==> config.mk <==
export PLATFORM = sky130hd
export DESIGN_NAME = agc_top
export DESIGN_NICKNAME = d
export VERILOG_FILES = /design/src/verilog/agc_pkg.sv /design/src/verilog/agc_top.sv /design/src/verilog/agc_gain.sv /design/src/verilog/agc_stats.sv /design/src/verilog/agc_regs.sv
export VERILOG_INCLUDE_DIRS = /design/src /design/src/verilog
export SDC_FILE = /design/constraint.sdc
export NUM_CORES = 2
export LEC_CHECK = 0
export ABC_CLOCK_PERIOD_IN_PS = 13300
export BUFFER_PORTS_ARGS = -buffer_cell sky130_fd_sc_hd__clkbuf_2
export CORE_UTILIZATION = 53
export CTS_BUF_LIST = sky130_fd_sc_hd__clkbuf_8
export DETAILED_ROUTE_END_ITERATION = 10
export PLACE_DENSITY_LB_ADDON = 0.05
export SLEW_MARGIN = 25
export SYNTH_ARGS = -nofsm -noshare
export SYNTH_HDL_FRONTEND = slang
export SYNTH_SLANG_ARGS = --single-unit
==> constraint.sdc <==
create_clock -name aclk -period 13.3 [get_ports aclk]
set_clock_uncertainty 0.05 [all_clocks]
set_input_delay 1.995 -clock aclk [delete_from_list [all_inputs] [get_ports aclk]]
set_output_delay 1.995 -clock aclk [all_outputs]
set_load 0.01 [all_outputs]
==> src/verilog/agc_defs.svh <==
`ifndef AGC_DEFS_SVH
`define AGC_DEFS_SVH

// Lanes processed per clock
`define AGC_NSAMP 4

// Measurement window length in clocks
`define AGC_WINDOW 64

// Register byte offsets
// Only address bits 4 to 2 take part in the decode
`define AGC_ADDR_CTRL   8'h00
`define AGC_ADDR_SQ     8'h04
`define AGC_ADDR_GT     8'h08
`define AGC_ADDR_LT     8'h0C
`define AGC_ADDR_SCALE  8'h10
`define AGC_ADDR_OFFSET 8'h14

// Reset gain gives one output step per 128 input codes
`define AGC_SCALE_RESET 17'h00200

`endif
==> src/verilog/agc_pkg.sv <==
package agc_pkg;

    // Raw digitizer sample
    typedef logic signed [11:0] sample_t;

    // Quantized output, offset binary with 16 as zero
    typedef logic [4:0] level_t;

    // Unsigned gain, 1.0 at 0x10000
    typedef logic [16:0] scale_t;

    // Signed offset in 1/256 of an output step
    typedef logic signed [15:0] offset_t;

    // Window statistics
    typedef logic [24:0] sq_acc_t;
    typedef logic [20:0] cnt_acc_t;

    // Bus access sequencing
    typedef enum logic [1:0] {
        IDLE,
        WRITE,
        READ,
        ACK
    } wb_state_t;

endpackage

==> src/verilog/agc_top.sv <==
`include "agc_defs.svh"

module agc_top (
    input  logic                                           aclk,
    input  logic                                           rst_n_i,
    input  logic                                           wb_cyc_i,
    input  logic                                           wb_stb_i,
    input  logic                                           wb_we_i,
    input  logic [7:0]                                     wb_adr_i,
    input  logic [31:0]                                    wb_dat_i,
    input  logic [3:0]                                     wb_sel_i,
    output logic                                           wb_ack_o,
    output logic [31:0]                                    wb_dat_o,
    input  logic                                           chan_en_i,
    input  logic [`AGC_NSAMP*$bits(agc_pkg::sample_t)-1:0] data_i,
    output logic [`AGC_NSAMP*$bits(agc_pkg::level_t)-1:0]  data_o
);
    import agc_pkg::*;

    // Register block to statistics
    logic     start;
    logic     clear;
    logic     done;
    sq_acc_t  sq;
    cnt_acc_t gt;
    cnt_acc_t lt;

    // Register block to gain datapath
    logic     load_scale;
    logic     load_offset;
    logic     apply;
    scale_t   scale;
    offset_t  offset;

    // Clip flags from gain to statistics
    logic [`AGC_NSAMP-1:0] hi;
    logic [`AGC_NSAMP-1:0] lo;

    agc_regs u_regs (
        .aclk          (aclk),
        .rst_n_i       (rst_n_i),
        .wb_cyc_i      (wb_cyc_i),
        .wb_stb_i      (wb_stb_i),
        .wb_we_i       (wb_we_i),
        .wb_adr_i      (wb_adr_i),
        .wb_dat_i      (wb_dat_i),
        .wb_sel_i      (wb_sel_i),
        .wb_ack_o      (wb_ack_o),
        .wb_dat_o      (wb_dat_o),
        .done_i        (done),
        .sq_i          (sq),
        .gt_i          (gt),
        .lt_i          (lt),
        .start_o       (start),
        .clear_o       (clear),
        .load_scale_o  (load_scale),
        .load_offset_o (load_offset),
        .apply_o       (apply),
        .scale_o       (scale),
        .offset_o      (offset)
    );

    agc_stats u_stats (
        .aclk    (aclk),
        .rst_n_i (rst_n_i),
        .start_i (start),
        .clear_i (clear),
        .data_i  (data_i),
        .hi_i    (hi),
        .lo_i    (lo),
        .done_o  (done),
        .sq_o    (sq),
        .gt_o    (gt),
        .lt_o    (lt)
    );

    agc_gain u_gain (
        .aclk          (aclk),
        .rst_n_i       (rst_n_i),
        .chan_en_i     (chan_en_i),
        .data_i        (data_i),
        .scale_i       (scale),
        .offset_i      (offset),
        .load_scale_i  (load_scale),
        .load_offset_i (load_offset),
        .apply_i       (apply),
        .data_o        (data_o),
        .hi_o          (hi),
        .lo_o          (lo)
    );

endmodule

==> src/verilog/agc_gain.sv <==
`include "agc_defs.svh"

module agc_gain (
    input  logic                                          aclk,
    input  logic                                          rst_n_i,
    input  logic                                          chan_en_i,
    input  logic [`AGC_NSAMP*$bits(agc_pkg::sample_t)-1:0] data_i,
    input  agc_pkg::scale_t                               scale_i,
    input  agc_pkg::offset_t                              offset_i,
    input  logic                                          load_scale_i,
    input  logic                                          load_offset_i,
    input  logic                                          apply_i,
    output logic [`AGC_NSAMP*$bits(agc_pkg::level_t)-1:0]  data_o,
    output logic [`AGC_NSAMP-1:0]                         hi_o,
    output logic [`AGC_NSAMP-1:0]                         lo_o
);
    import agc_pkg::*;

    localparam int     SW       = $bits(sample_t);
    localparam int     LW       = $bits(level_t);
    localparam level_t LVL_ZERO = 5'b10000;

    scale_t             scale_stg;
    scale_t             scale_act;
    offset_t            offset_stg;
    offset_t            offset_act;
    sample_t            samp;
    logic signed [30:0] samp_w;
    logic signed [30:0] scale_w;
    logic signed [30:0] off_w;
    logic signed [30:0] mac [`AGC_NSAMP];
    logic signed [30:0] mac_q [`AGC_NSAMP];
    logic signed [14:0] lvl_w;
    logic signed [4:0]  sat;
    level_t             lvl [`AGC_NSAMP];
    logic [`AGC_NSAMP-1:0] hi_d;
    logic [`AGC_NSAMP-1:0] lo_d;

    // Staged then active gain, so all lanes switch on the same clock
    always_ff @(posedge aclk or negedge rst_n_i) begin
        if (!rst_n_i) begin
            scale_stg  <= `AGC_SCALE_RESET;
            scale_act  <= `AGC_SCALE_RESET;
            offset_stg <= '0;
            offset_act <= '0;
        end else begin
            if (load_scale_i) scale_stg <= scale_i;
            if (load_offset_i) offset_stg <= offset_i;
            if (apply_i) begin
                scale_act  <= scale_stg;
                offset_act <= offset_stg;
            end
        end
    end

    // Stage 1: sample * scale + offset * 256
    always_comb begin
        scale_w = {14'd0, scale_act};
        off_w   = {{7{offset_act[15]}}, offset_act, 8'd0};
        for (int i = 0; i < `AGC_NSAMP; i++) begin
            samp   = data_i[i*SW +: SW];
            samp_w = {{19{samp[SW-1]}}, samp};
            mac[i] = samp_w * scale_w + off_w;
        end
    end

    always_ff @(posedge aclk) begin
        for (int i = 0; i < `AGC_NSAMP; i++) begin
            mac_q[i] <= mac[i];
        end
    end

    // Stage 2: drop 16 fraction bits, saturate to -16..15
    always_comb begin
        for (int i = 0; i < `AGC_NSAMP; i++) begin
            lvl_w   = mac_q[i][30:16];
            hi_d[i] = (lvl_w > 15);
            lo_d[i] = (lvl_w < -16);
            if (hi_d[i]) begin
                sat = 5'sd15;
            end else if (lo_d[i]) begin
                sat = -5'sd16;
            end else begin
                sat = lvl_w[4:0];
            end
            // Offset binary is the flipped sign bit
            lvl[i] = {~sat[4], sat[3:0]};
        end
    end

    // Muted lanes sit at mid-scale
    always_ff @(posedge aclk) begin
        for (int i = 0; i < `AGC_NSAMP; i++) begin
            data_o[i*LW +: LW] <= chan_en_i ? lvl[i] : LVL_ZERO;
        end
    end

    always_ff @(posedge aclk or negedge rst_n_i) begin
        if (!rst_n_i) begin
            hi_o <= '0;
            lo_o <= '0;
        end else begin
            hi_o <= hi_d;
            lo_o <= lo_d;
        end
    end

endmodule

==> src/verilog/agc_stats.sv <==
`include "agc_defs.svh"

module agc_stats (
    input  logic                                           aclk,
    input  logic                                           rst_n_i,
    input  logic                                           start_i,
    input  logic                                           clear_i,
    input  logic [`AGC_NSAMP*$bits(agc_pkg::sample_t)-1:0] data_i,
    input  logic [`AGC_NSAMP-1:0]                          hi_i,
    input  logic [`AGC_NSAMP-1:0]                          lo_i,
    output logic                                           done_o,
    output agc_pkg::sq_acc_t                               sq_o,
    output agc_pkg::cnt_acc_t                              gt_o,
    output agc_pkg::cnt_acc_t                              lt_o
);
    import agc_pkg::*;

    localparam int SW = $bits(sample_t);
    localparam int TW = $clog2(`AGC_WINDOW + 1);
    localparam int NW = $clog2(`AGC_NSAMP + 1);

    logic [TW-1:0]      cnt;
    logic [TW-1:0]      cnt_nxt;
    logic               run;
    logic               active;
    logic [1:0]         active_d;
    sample_t            lane;
    logic signed [15:0] top_w;
    logic [15:0]        lane_sq;
    sq_acc_t            sq_sum;
    logic [NW-1:0]      hi_n;
    logic [NW-1:0]      lo_n;

    // The start clock itself is the first window clock
    assign active  = start_i || run;
    assign cnt_nxt = start_i ? TW'(1) : cnt + 1'b1;

    always_ff @(posedge aclk or negedge rst_n_i) begin
        if (!rst_n_i) begin
            cnt      <= '0;
            run      <= 1'b0;
            active_d <= '0;
            done_o   <= 1'b0;
        end else begin
            if (active) begin
                cnt <= cnt_nxt;
                run <= (cnt_nxt != TW'(`AGC_WINDOW));
            end
            // Clip flags trail the samples by the gain pipeline depth
            active_d <= {active_d[0], active};
            done_o   <= active_d[1] && !active_d[0];
        end
    end

    // Per-clock lane sums
    always_comb begin
        sq_sum = '0;
        hi_n   = '0;
        lo_n   = '0;
        for (int i = 0; i < `AGC_NSAMP; i++) begin
            lane    = data_i[i*SW +: SW];
            top_w   = {{8{lane[SW-1]}}, lane[SW-1 -: 8]};
            lane_sq = top_w * top_w;
            sq_sum  = sq_sum + sq_acc_t'(lane_sq);
            hi_n    = hi_n + NW'(hi_i[i]);
            lo_n    = lo_n + NW'(lo_i[i]);
        end
    end

    // Accumulators restart with each window
    always_ff @(posedge aclk or negedge rst_n_i) begin
        if (!rst_n_i) begin
            sq_o <= '0;
            gt_o <= '0;
            lt_o <= '0;
        end else if (clear_i) begin
            sq_o <= '0;
            gt_o <= '0;
            lt_o <= '0;
        end else begin
            if (active) sq_o <= start_i ? sq_sum : sq_o + sq_sum;
            if (start_i) begin
                gt_o <= '0;
                lt_o <= '0;
            end else if (active_d[1]) begin
                gt_o <= gt_o + cnt_acc_t'(hi_n);
                lt_o <= lt_o + cnt_acc_t'(lo_n);
            end
        end
    end

    window_bound: assert property (@(posedge aclk) disable iff (!rst_n_i)
        cnt <= TW'(`AGC_WINDOW));

endmodule

==> src/verilog/agc_regs.sv <==
`include "agc_defs.svh"

module agc_regs (
    input  logic              aclk,
    input  logic              rst_n_i,
    input  logic              wb_cyc_i,
    input  logic              wb_stb_i,
    input  logic              wb_we_i,
    input  logic [7:0]        wb_adr_i,
    input  logic [31:0]       wb_dat_i,
    input  logic [3:0]        wb_sel_i,
    output logic              wb_ack_o,
    output logic [31:0]       wb_dat_o,
    input  logic              done_i,
    input  agc_pkg::sq_acc_t  sq_i,
    input  agc_pkg::cnt_acc_t gt_i,
    input  agc_pkg::cnt_acc_t lt_i,
    output logic              start_o,
    output logic              clear_o,
    output logic              load_scale_o,
    output logic              load_offset_o,
    output logic              apply_o,
    output agc_pkg::scale_t   scale_o,
    output agc_pkg::offset_t  offset_o
);
    import agc_pkg::*;

    localparam logic [7:0] ADDR_CTRL   = `AGC_ADDR_CTRL;
    localparam logic [7:0] ADDR_SQ     = `AGC_ADDR_SQ;
    localparam logic [7:0] ADDR_GT     = `AGC_ADDR_GT;
    localparam logic [7:0] ADDR_LT     = `AGC_ADDR_LT;
    localparam logic [7:0] ADDR_SCALE  = `AGC_ADDR_SCALE;
    localparam logic [7:0] ADDR_OFFSET = `AGC_ADDR_OFFSET;

    wb_state_t   state;
    logic [2:0]  reg_sel;
    logic        req;
    logic        ctrl_wr;
    logic [31:0] rd_mux;
    logic [31:0] rd_hold;
    logic        done_q;
    sq_acc_t     sq_snap;
    cnt_acc_t    gt_snap;
    cnt_acc_t    lt_snap;

    assign reg_sel = wb_adr_i[4:2];
    // New access only from IDLE and not while the previous ack is still out
    assign req     = wb_cyc_i && wb_stb_i && (state == IDLE) && !wb_ack_o;
    assign ctrl_wr = req && wb_we_i && (reg_sel == ADDR_CTRL[4:2]);

    // Access FSM with registered ack
    always_ff @(posedge aclk or negedge rst_n_i) begin
        if (!rst_n_i) begin
            state    <= IDLE;
            wb_ack_o <= 1'b0;
        end else begin
            wb_ack_o <= (state == ACK);
            case (state)
                IDLE:        if (req) state <= wb_we_i ? WRITE : READ;
                WRITE, READ: state <= ACK;
                ACK:         state <= IDLE;
                default:     state <= IDLE;
            endcase
        end
    end

    // Control strobes, one clock after the bus sample
    always_ff @(posedge aclk or negedge rst_n_i) begin
        if (!rst_n_i) begin
            start_o       <= 1'b0;
            clear_o       <= 1'b0;
            load_scale_o  <= 1'b0;
            load_offset_o <= 1'b0;
            apply_o       <= 1'b0;
        end else begin
            start_o       <= ctrl_wr && wb_sel_i[0] && wb_dat_i[0];
            clear_o       <= ctrl_wr && wb_sel_i[0] && wb_dat_i[2];
            load_scale_o  <= ctrl_wr && wb_sel_i[1] && wb_dat_i[8];
            load_offset_o <= ctrl_wr && wb_sel_i[1] && wb_dat_i[9];
            apply_o       <= ctrl_wr && wb_sel_i[1] && wb_dat_i[10];
        end
    end

    // Pending gain values, byte-wise writes
    always_ff @(posedge aclk or negedge rst_n_i) begin
        if (!rst_n_i) begin
            scale_o  <= `AGC_SCALE_RESET;
            offset_o <= '0;
        end else if (state == WRITE) begin
            if (reg_sel == ADDR_SCALE[4:2]) begin
                if (wb_sel_i[0]) scale_o[7:0]  <= wb_dat_i[7:0];
                if (wb_sel_i[1]) scale_o[15:8] <= wb_dat_i[15:8];
                if (wb_sel_i[2]) scale_o[16]   <= wb_dat_i[16];
            end
            if (reg_sel == ADDR_OFFSET[4:2]) begin
                if (wb_sel_i[0]) offset_o[7:0]  <= wb_dat_i[7:0];
                if (wb_sel_i[1]) offset_o[15:8] <= wb_dat_i[15:8];
            end
        end
    end

    // Status: done flag and statistics snapshot
    always_ff @(posedge aclk or negedge rst_n_i) begin
        if (!rst_n_i) begin
            done_q  <= 1'b0;
            sq_snap <= '0;
            gt_snap <= '0;
            lt_snap <= '0;
        end else begin
            if (start_o) begin
                done_q <= 1'b0;
            end else if (done_i) begin
                done_q <= 1'b1;
            end
            if (clear_o) begin
                sq_snap <= '0;
                gt_snap <= '0;
                lt_snap <= '0;
            end else if (done_i) begin
                sq_snap <= sq_i;
                gt_snap <= gt_i;
                lt_snap <= lt_i;
            end
        end
    end

    always_comb begin
        case (reg_sel)
            ADDR_CTRL[4:2]:   rd_mux = {30'd0, done_q, 1'b0};
            ADDR_SQ[4:2]:     rd_mux = {7'd0, sq_snap};
            ADDR_GT[4:2]:     rd_mux = {11'd0, gt_snap};
            ADDR_LT[4:2]:     rd_mux = {11'd0, lt_snap};
            ADDR_SCALE[4:2]:  rd_mux = {15'd0, scale_o};
            ADDR_OFFSET[4:2]: rd_mux = {16'd0, offset_o};
            default:          rd_mux = '0;
        endcase
    end

    // Read data captured in READ and held through the ack
    always_ff @(posedge aclk) begin
        if (state == READ) rd_hold <= rd_mux;
    end

    assign wb_dat_o = rd_hold;

    ack_within_cycle: assert property (@(posedge aclk) disable iff (!rst_n_i)
        wb_ack_o |-> wb_cyc_i);

    ack_single_pulse: assert property (@(posedge aclk) disable iff (!rst_n_i)
        wb_ack_o |=> !wb_ack_o);

endmodule

# Yosys cells after proc, flatten, opt, wreduce, memory -nomap -nowiden
# Memory sizes are Yosys's and may differ from the RTL's.
# Cells that the tools add are included.
totals:
  mem_count: 1
  ram_bits: 124
  reg_bits: 313
mem_list:
  columns: ["name", "words", "width", "read_ports", "rd_clocked_by_memory_dff", "write_ports", "line", "source"]
  rows:
  - ["u_gain.mac_q", 4, 31, 4, 0, 4, "agc_gain.sv:32", "logic signed [30:0] mac_q [`AGC_NSAMP];"]
classes:
  bitwise: 4
  order_cmp: 8
  n_eq_ne: 10
  add_sub_neg: 17
  reduce_logical: 28
  muxes: 30
  multipliers: 8
ops:
  columns: ["op", "n"]
  rows:
  - ["two-way mux 21 bit", 10]
  - ["one-hot mux 25 bit (6 select lines)", 1]
  - ["two-way mux 25 bit", 5]
  - ["adder 30 x 24 -> 31 bit", 4]
  - ["multiplier 12 x 18 -> 30 bit", 4]
  - ["multiplier 8 x 8 -> 16 bit", 4]
  - ["> comparator 15 x 5 -> 1 bit (second input constant)", 4]
  - ["< comparator 15 x 5 -> 1 bit (second input constant)", 4]
  - ["adder 25 x 16 -> 25 bit", 2]
  - ["adder 21 x 3 -> 21 bit", 2]
  - ["two-way mux 5 bit", 8]
  - ["adder 25 bit", 1]
  - ["adder 16 x 16 -> 17 bit", 1]
  - ["AND reduction 3 bit", 5]
  - ["logical AND 1 bit", 13]
  - ["adder 3 x 1 -> 3 bit", 4]
  - ["adder 7 x 1 -> 7 bit (second input constant)", 1]
  - ["two-way mux 7 bit", 1]
  - ["!= test 7 bit (second input constant)", 1]
  - ["== test 3 x 2 -> 1 bit (second input constant)", 2]
  - ["== test 3 bit (second input constant)", 2]
  - ["one-hot mux 2 bit (3 select lines)", 1]
  - ["nonzero test 2 bit", 3]
  - ["adder 1 x 1 -> 2 bit", 2]
  - ["other kinds (13)", 20]

# Logic depth before layout (Yosys ltp)
depth:
  ltp_word: 8
  depth_mapped: 39
  mapped_depth_nobuf: 38

# Cells and area by module
# From an unflattened synthesis, not the netlist that was laid out.
hier_totals:
  hier_cells: 5703
  hier_area_um2: 53976.8
modules_own_cells:
  columns: ["mod", "n_inst", "area_each_um2", "cells_each"]
  rows:
  - ["agc_gain", 1, 33025.4, 3541]
  - ["agc_stats", 1, 14900.5, 1688]
  - ["agc_regs", 1, 6050.8, 474]

# Worst setup path before layout
# Ideal clock, no wire load.
synth_path:
  path_type: "input to register"
  startpoint: "in data_i[4] in the netlist's numbering"
  endpoint: "reg u_stats.sq_o[16]"
  required_time_ns: 13.173
  slack_ns: 3.766
  n_path_buf: 2
  arrival_time_ns: 9.406
  setup_time_ns: 0.077
  path_stages: 33
  cell_sequence: "clkbuf_1 clkbuf_1 and2_1 ha_1 inv_1 fa_1 fa_1 fa_1 inv_1 ha_1 a21oi_1 nor2b_1 o21ai_0 nor2b_1 xnor2_1 ha_1 a21oi_1 o21ai_0 a21oi_1 xnor2_1 fa_1 ha_1 and3_1 o21a_1 or4_1 a21oi_2 xnor2_1 ha_1 or2_2 a21oi_1 a21o_1 mux2_2 a21oi_1"
synth_between:
  elab_chain_cells: 8
synth_rtl:
  columns: ["item", "line", "source"]
  rows:
  - ["start, declared", "agc_top.sv:15", "input logic [`AGC_NSAMP*$bits(agc_pkg::sample_t)-1:0] data_i,"]
  - ["multiplier 8 x 8 -> 16 bit *", "agc_stats.sv:63", "lane_sq = top_w * top_w;"]
  - ["adder 16 x 16 -> 17 bit *", "agc_stats.sv:64", "sq_sum = sq_sum + sq_acc_t'(lane_sq);"]
  - ["adder 25 x 16 -> 25 bit * (2 in series)", "agc_stats.sv:64", null]
  - ["adder 25 bit", "agc_stats.sv:81", "if (active) sq_o <= start_i ? sq_sum : sq_o + sq_sum;"]
  - ["two-way mux 25 bit * (2 in series)", "agc_stats.sv:81", null]
  - ["two-way mux 25 bit *", "agc_stats.sv:76", "end else if (clear_i) begin"]
  - ["end signal, assigned", "agc_stats.sv:81", null]
  - ["end, declared", "agc_stats.sv:12", "output agc_pkg::sq_acc_t sq_o,"]
# Mark *: on every way between the ends. The rest lies on a longest branch, timed or not. The select of a mux whose other input is x is not followed.
# A chain may end at the register's enable or synchronous reset.

# Worst setup path in the final report
layout_path:
  startpoint: "in data_i[17] in the netlist's numbering"
  endpoint: "reg u_stats.sq_o[16]"
# Same word-level chain as after synthesis.

==> metrics.md <==
| Metric | Value |
|---|---|
| Relative slew slack | 0.299 |
| Sequential element share of the synthesized area | 0.170 |
| Synth Register Bits | 366 |
| Kind of critical path | input pin to flop |
| Final net count | approximately 7000 |
| Vias | 36000 |
| Port-buffer cells | approximately 120 |
| DP Area | between 50000 and 60000 µm² |
| Vias in the first global route | roughly 38000 |
| Final Hold Fails | 0 |
| Syn Area/Cell | about 9.6 µm² |
| Synth area leader | fa_1 |
| GRT Total Usage | 0.248 |
| Status | finished clean |
| Gpl congestion | 0.849 |
| Share of the synthesized area in the top cell type | 0.336 |
| Starting Density | 0.538 |
| Delay-heaviest family, CP | adder cells |
| CTS max path bufs | 3 |
| Pre-antenna DRT Iters | 7 |
| Post-CTS setup buffers | 0 |
| First-pass GRT wire length | 197 mm |
| RSZ-0062 raised after global routing | false |
| H-tree depth | 3 |
| Hpwl dp | slightly above 90 mm |
| Synth cell types | 84 |
| EDFF count, synth | 25 |
| Worst stage delay on the critical path | around 0.53 ns |
| Pin count of the biggest net entering global routing | 154 |
| Area Overhead vs Synth | 5.79% |
| Worst Setup End Kind | flop |
| TNS Setup | 0 ns |
| Yosys warning count | 0 |
| Rows | 114 |
| I/O Pins | between 150 and 200 |
| Vias per Instance | 5.30 |
| Core area | 97300 µm² |
| # hold bufs at CTS | 0 |
| CTS buffer count | 67 |
| Post_cts resized | 0 |
| Most frequent cell after synthesis | inv_1 |
| Fillcell total | 8899 |
| Die Area | between 100000 and 150000 µm² |
| Critical path's most frequent cell | ha_1 |
| Root buffer cell | clkbuf_8 |
| Multi-input combinational cell area | a little under 40000 µm² |
| Data required, critical path | 13.81 ns |
| DRC Markers | 0 |
| Final Instance Area | 55400 µm² |
| Per-cell routed wire length | 17.4 µm |
| Top post-synthesis cells by area | fa_1 (34%), ha_1 (13%), dfrtp_1 (12%) |
| Top_reg_cell synth | dfrtp_1 |
| Fin. max-slew vios | 0 |
| Die span in x | 316 µm |
| Fraction of layout cells with a size suffix above 1 | 0.0760 |
| Worst Hold Class | flop to flop |
| Detail Route Antenna Nets | 0 |
| Crit share post-route | 0.757 |
| CP arrival | approximately 11 ns |
| Buf/Inv on CP | 5 |
| CTS tree | done |
| Mapped Area | 52400 µm² |
| Worst skew pair latency | about 0.65 ns |
| CP max stage cell | clkbuf_2 |
| Total Wirelength | roughly 120 mm |
| Synth Instances | about 5500 |
| Pin slew with the least headroom to its limit | 1.05 ns |
| CP startpoint kind | input pin |
| Sinks on Clock Net | 366 |
| 1st-iter DRT viols | 1667 |
| Die height | ~320 µm |
| Fraction of registers with async set/reset | 0.713 |
| Clock-pin slew on the worst setup and hold paths | roughly 0.060 ns |
| Maximum clock frequency | 99.3 MHz |
| Gr ovfl total | 0 |
| Tmin final | slightly above 10 ns |
| Maxcap violations | 0 |
| Antenna violations before repair | 4 |
| Commonest cells in the synthesized netlist | inv_1 (1005), fa_1 (880), nand2_1 (656), ha_1 (531), and2_1 (306) |
| Max FO, Critical Path | 30 |
| Final-report setup violation count | 0 |
| Sequential Area | 8910 µm² |
==> cell type report <==
cell class | count | area share
antenna | 2 | 0.0000903
clock buffer | 76 | 0.0189
clock inverter | 45 | 0.00698
inverter | 1009 | 0.0684
multi-input combinational | 3851 | 0.699
sequential | 366 | 0.161
tap | 1276 | 0.0288
timing repair buffer | 163 | 0.0170
==> sequential cells by signal (all words and copies together) (netlist names), 17 cells and up <==
| register | count |
|---|---|
| u_regs.scale_o | 17 |
| u_stats.lt_o | 21 |
| u_stats.sq_o | 25 |
| u_regs.sq_snap | 25 |
| u_regs.gt_snap | 21 |
| u_gain.scale_stg | 17 |
| u_gain.data_o | 20 |
| u_regs.wb_dat_o | 25 |
| u_regs.lt_snap | 21 |
| u_gain.mac_q | 60 |
| u_stats.gt_o | 21 |
| u_gain.scale_act | 17 |
==> worst reg2reg max path, stage by stage, from the launching register on <==
cell and delay (ns):
dfstp_2 0.52, buf_4 0.50, nand2_1 0.23, fa_1 0.52
inv_1 0.05, fa_1 0.40, fa_1 0.54, inv_1 0.05
fa_1 0.53, inv_1 0.05, fa_1 0.49, fa_1 0.41
ha_1 0.32, a21oi_1 0.14, o21ai_0 0.25, a32oi_1 0.33
o211a_1 0.25, nor2_1 0.12, a2111oi_0 0.65, o21bai_1 0.17
xor2_1 0.17
==> metrics by stage <==
stage / hold slack, ns / worst slack [ns] / utilization / std cells
after floorplan: 0.304 / 3.77 / - / 5483
after global placement: 0.315 / 2.57 / 0.555 / 6665
after detailed placement: 0.318 / 2.55 / 0.555 / 6665
after CTS: 0.331 / 3.20 / 0.569 / 6786
after global routing: 0.343 / 2.51 / 0.569 / 6787
final: 0.329 / 3.23 / 0.569 / 6788
==> layout by cell type, fill, tap and decap left out, types with 28 or more instances in the layout <==
master	count
a211oi_1	28
a21o_1	53
a21oi_1	128
and2_1	306
buf_4	40
clkbuf_2	121
clkbuf_8	76
dfrtp_1	242
dfxtp_1	80
fa_1	880
ha_1	531
inv_1	1025
mux2_2	104
mux2i_1	100
nand2_1	656
nand2b_1	79
nand3_1	44
nor2_1	291
nor3_1	42
o21ai_0	74
xnor2_1	145
xor2_1	67
==> routing by layer <==
| metal | wire, µm | global-route usage | vias up | part of all wire |
|---|---|---|---|---|
| li1 | - | - | 16900 | - |
| met1 | 54100 | 0.346 | 18300 | 0.46 |
| met2 | 57200 | 0.418 | 571 | 0.48 |
| met3 | 4080 | 0.0250 | 128 | 0.035 |
| met4 | 2670 | 0.0588 | 0 | 0.023 |
| met5 | 0 | 0 | - | 0 |
==> cells by family (layout without fill, tap and decap cells) <==
logic type / after synthesis / after routing / share of synthesized area
simple gates: 1559 / 1559 / 0.140
fa+ha+maj: 1411 / 1411 / 0.463
buf+inv: 1266 / 1293 / 0.0912
compound gates: 458 / 458 / 0.0590
flops: 366 / 366 / 0.170
xor+xnor: 212 / 212 / 0.0355
mux: 204 / 204 / 0.0415
other cells: 1 / 9 / 0.0000716
==> final timing paths <==
check,from,slack [ns],cells after the start,endpoint
setup / recovery,data_i[17],3.23,35,u_stats.sq_o[16]
hold / removal,u_stats.active_d[0],0.33,0,u_stats.active_d[1]
setup reg to reg,u_gain.scale_act[9],6.48,20,u_gain.mac_q[0][29]
hold reg to reg,u_stats.active_d[0],0.33,0,u_stats.active_d[1]
max in group asynchronous,rst_n_i,10.38,2,u_gain.scale_act[3]
min in group asynchronous,rst_n_i,1.35,1,u_regs.gt_snap[20]
Power is not shown: default switching activity piles up to over one toggle a cycle in this logic, so the estimate is an artifact.
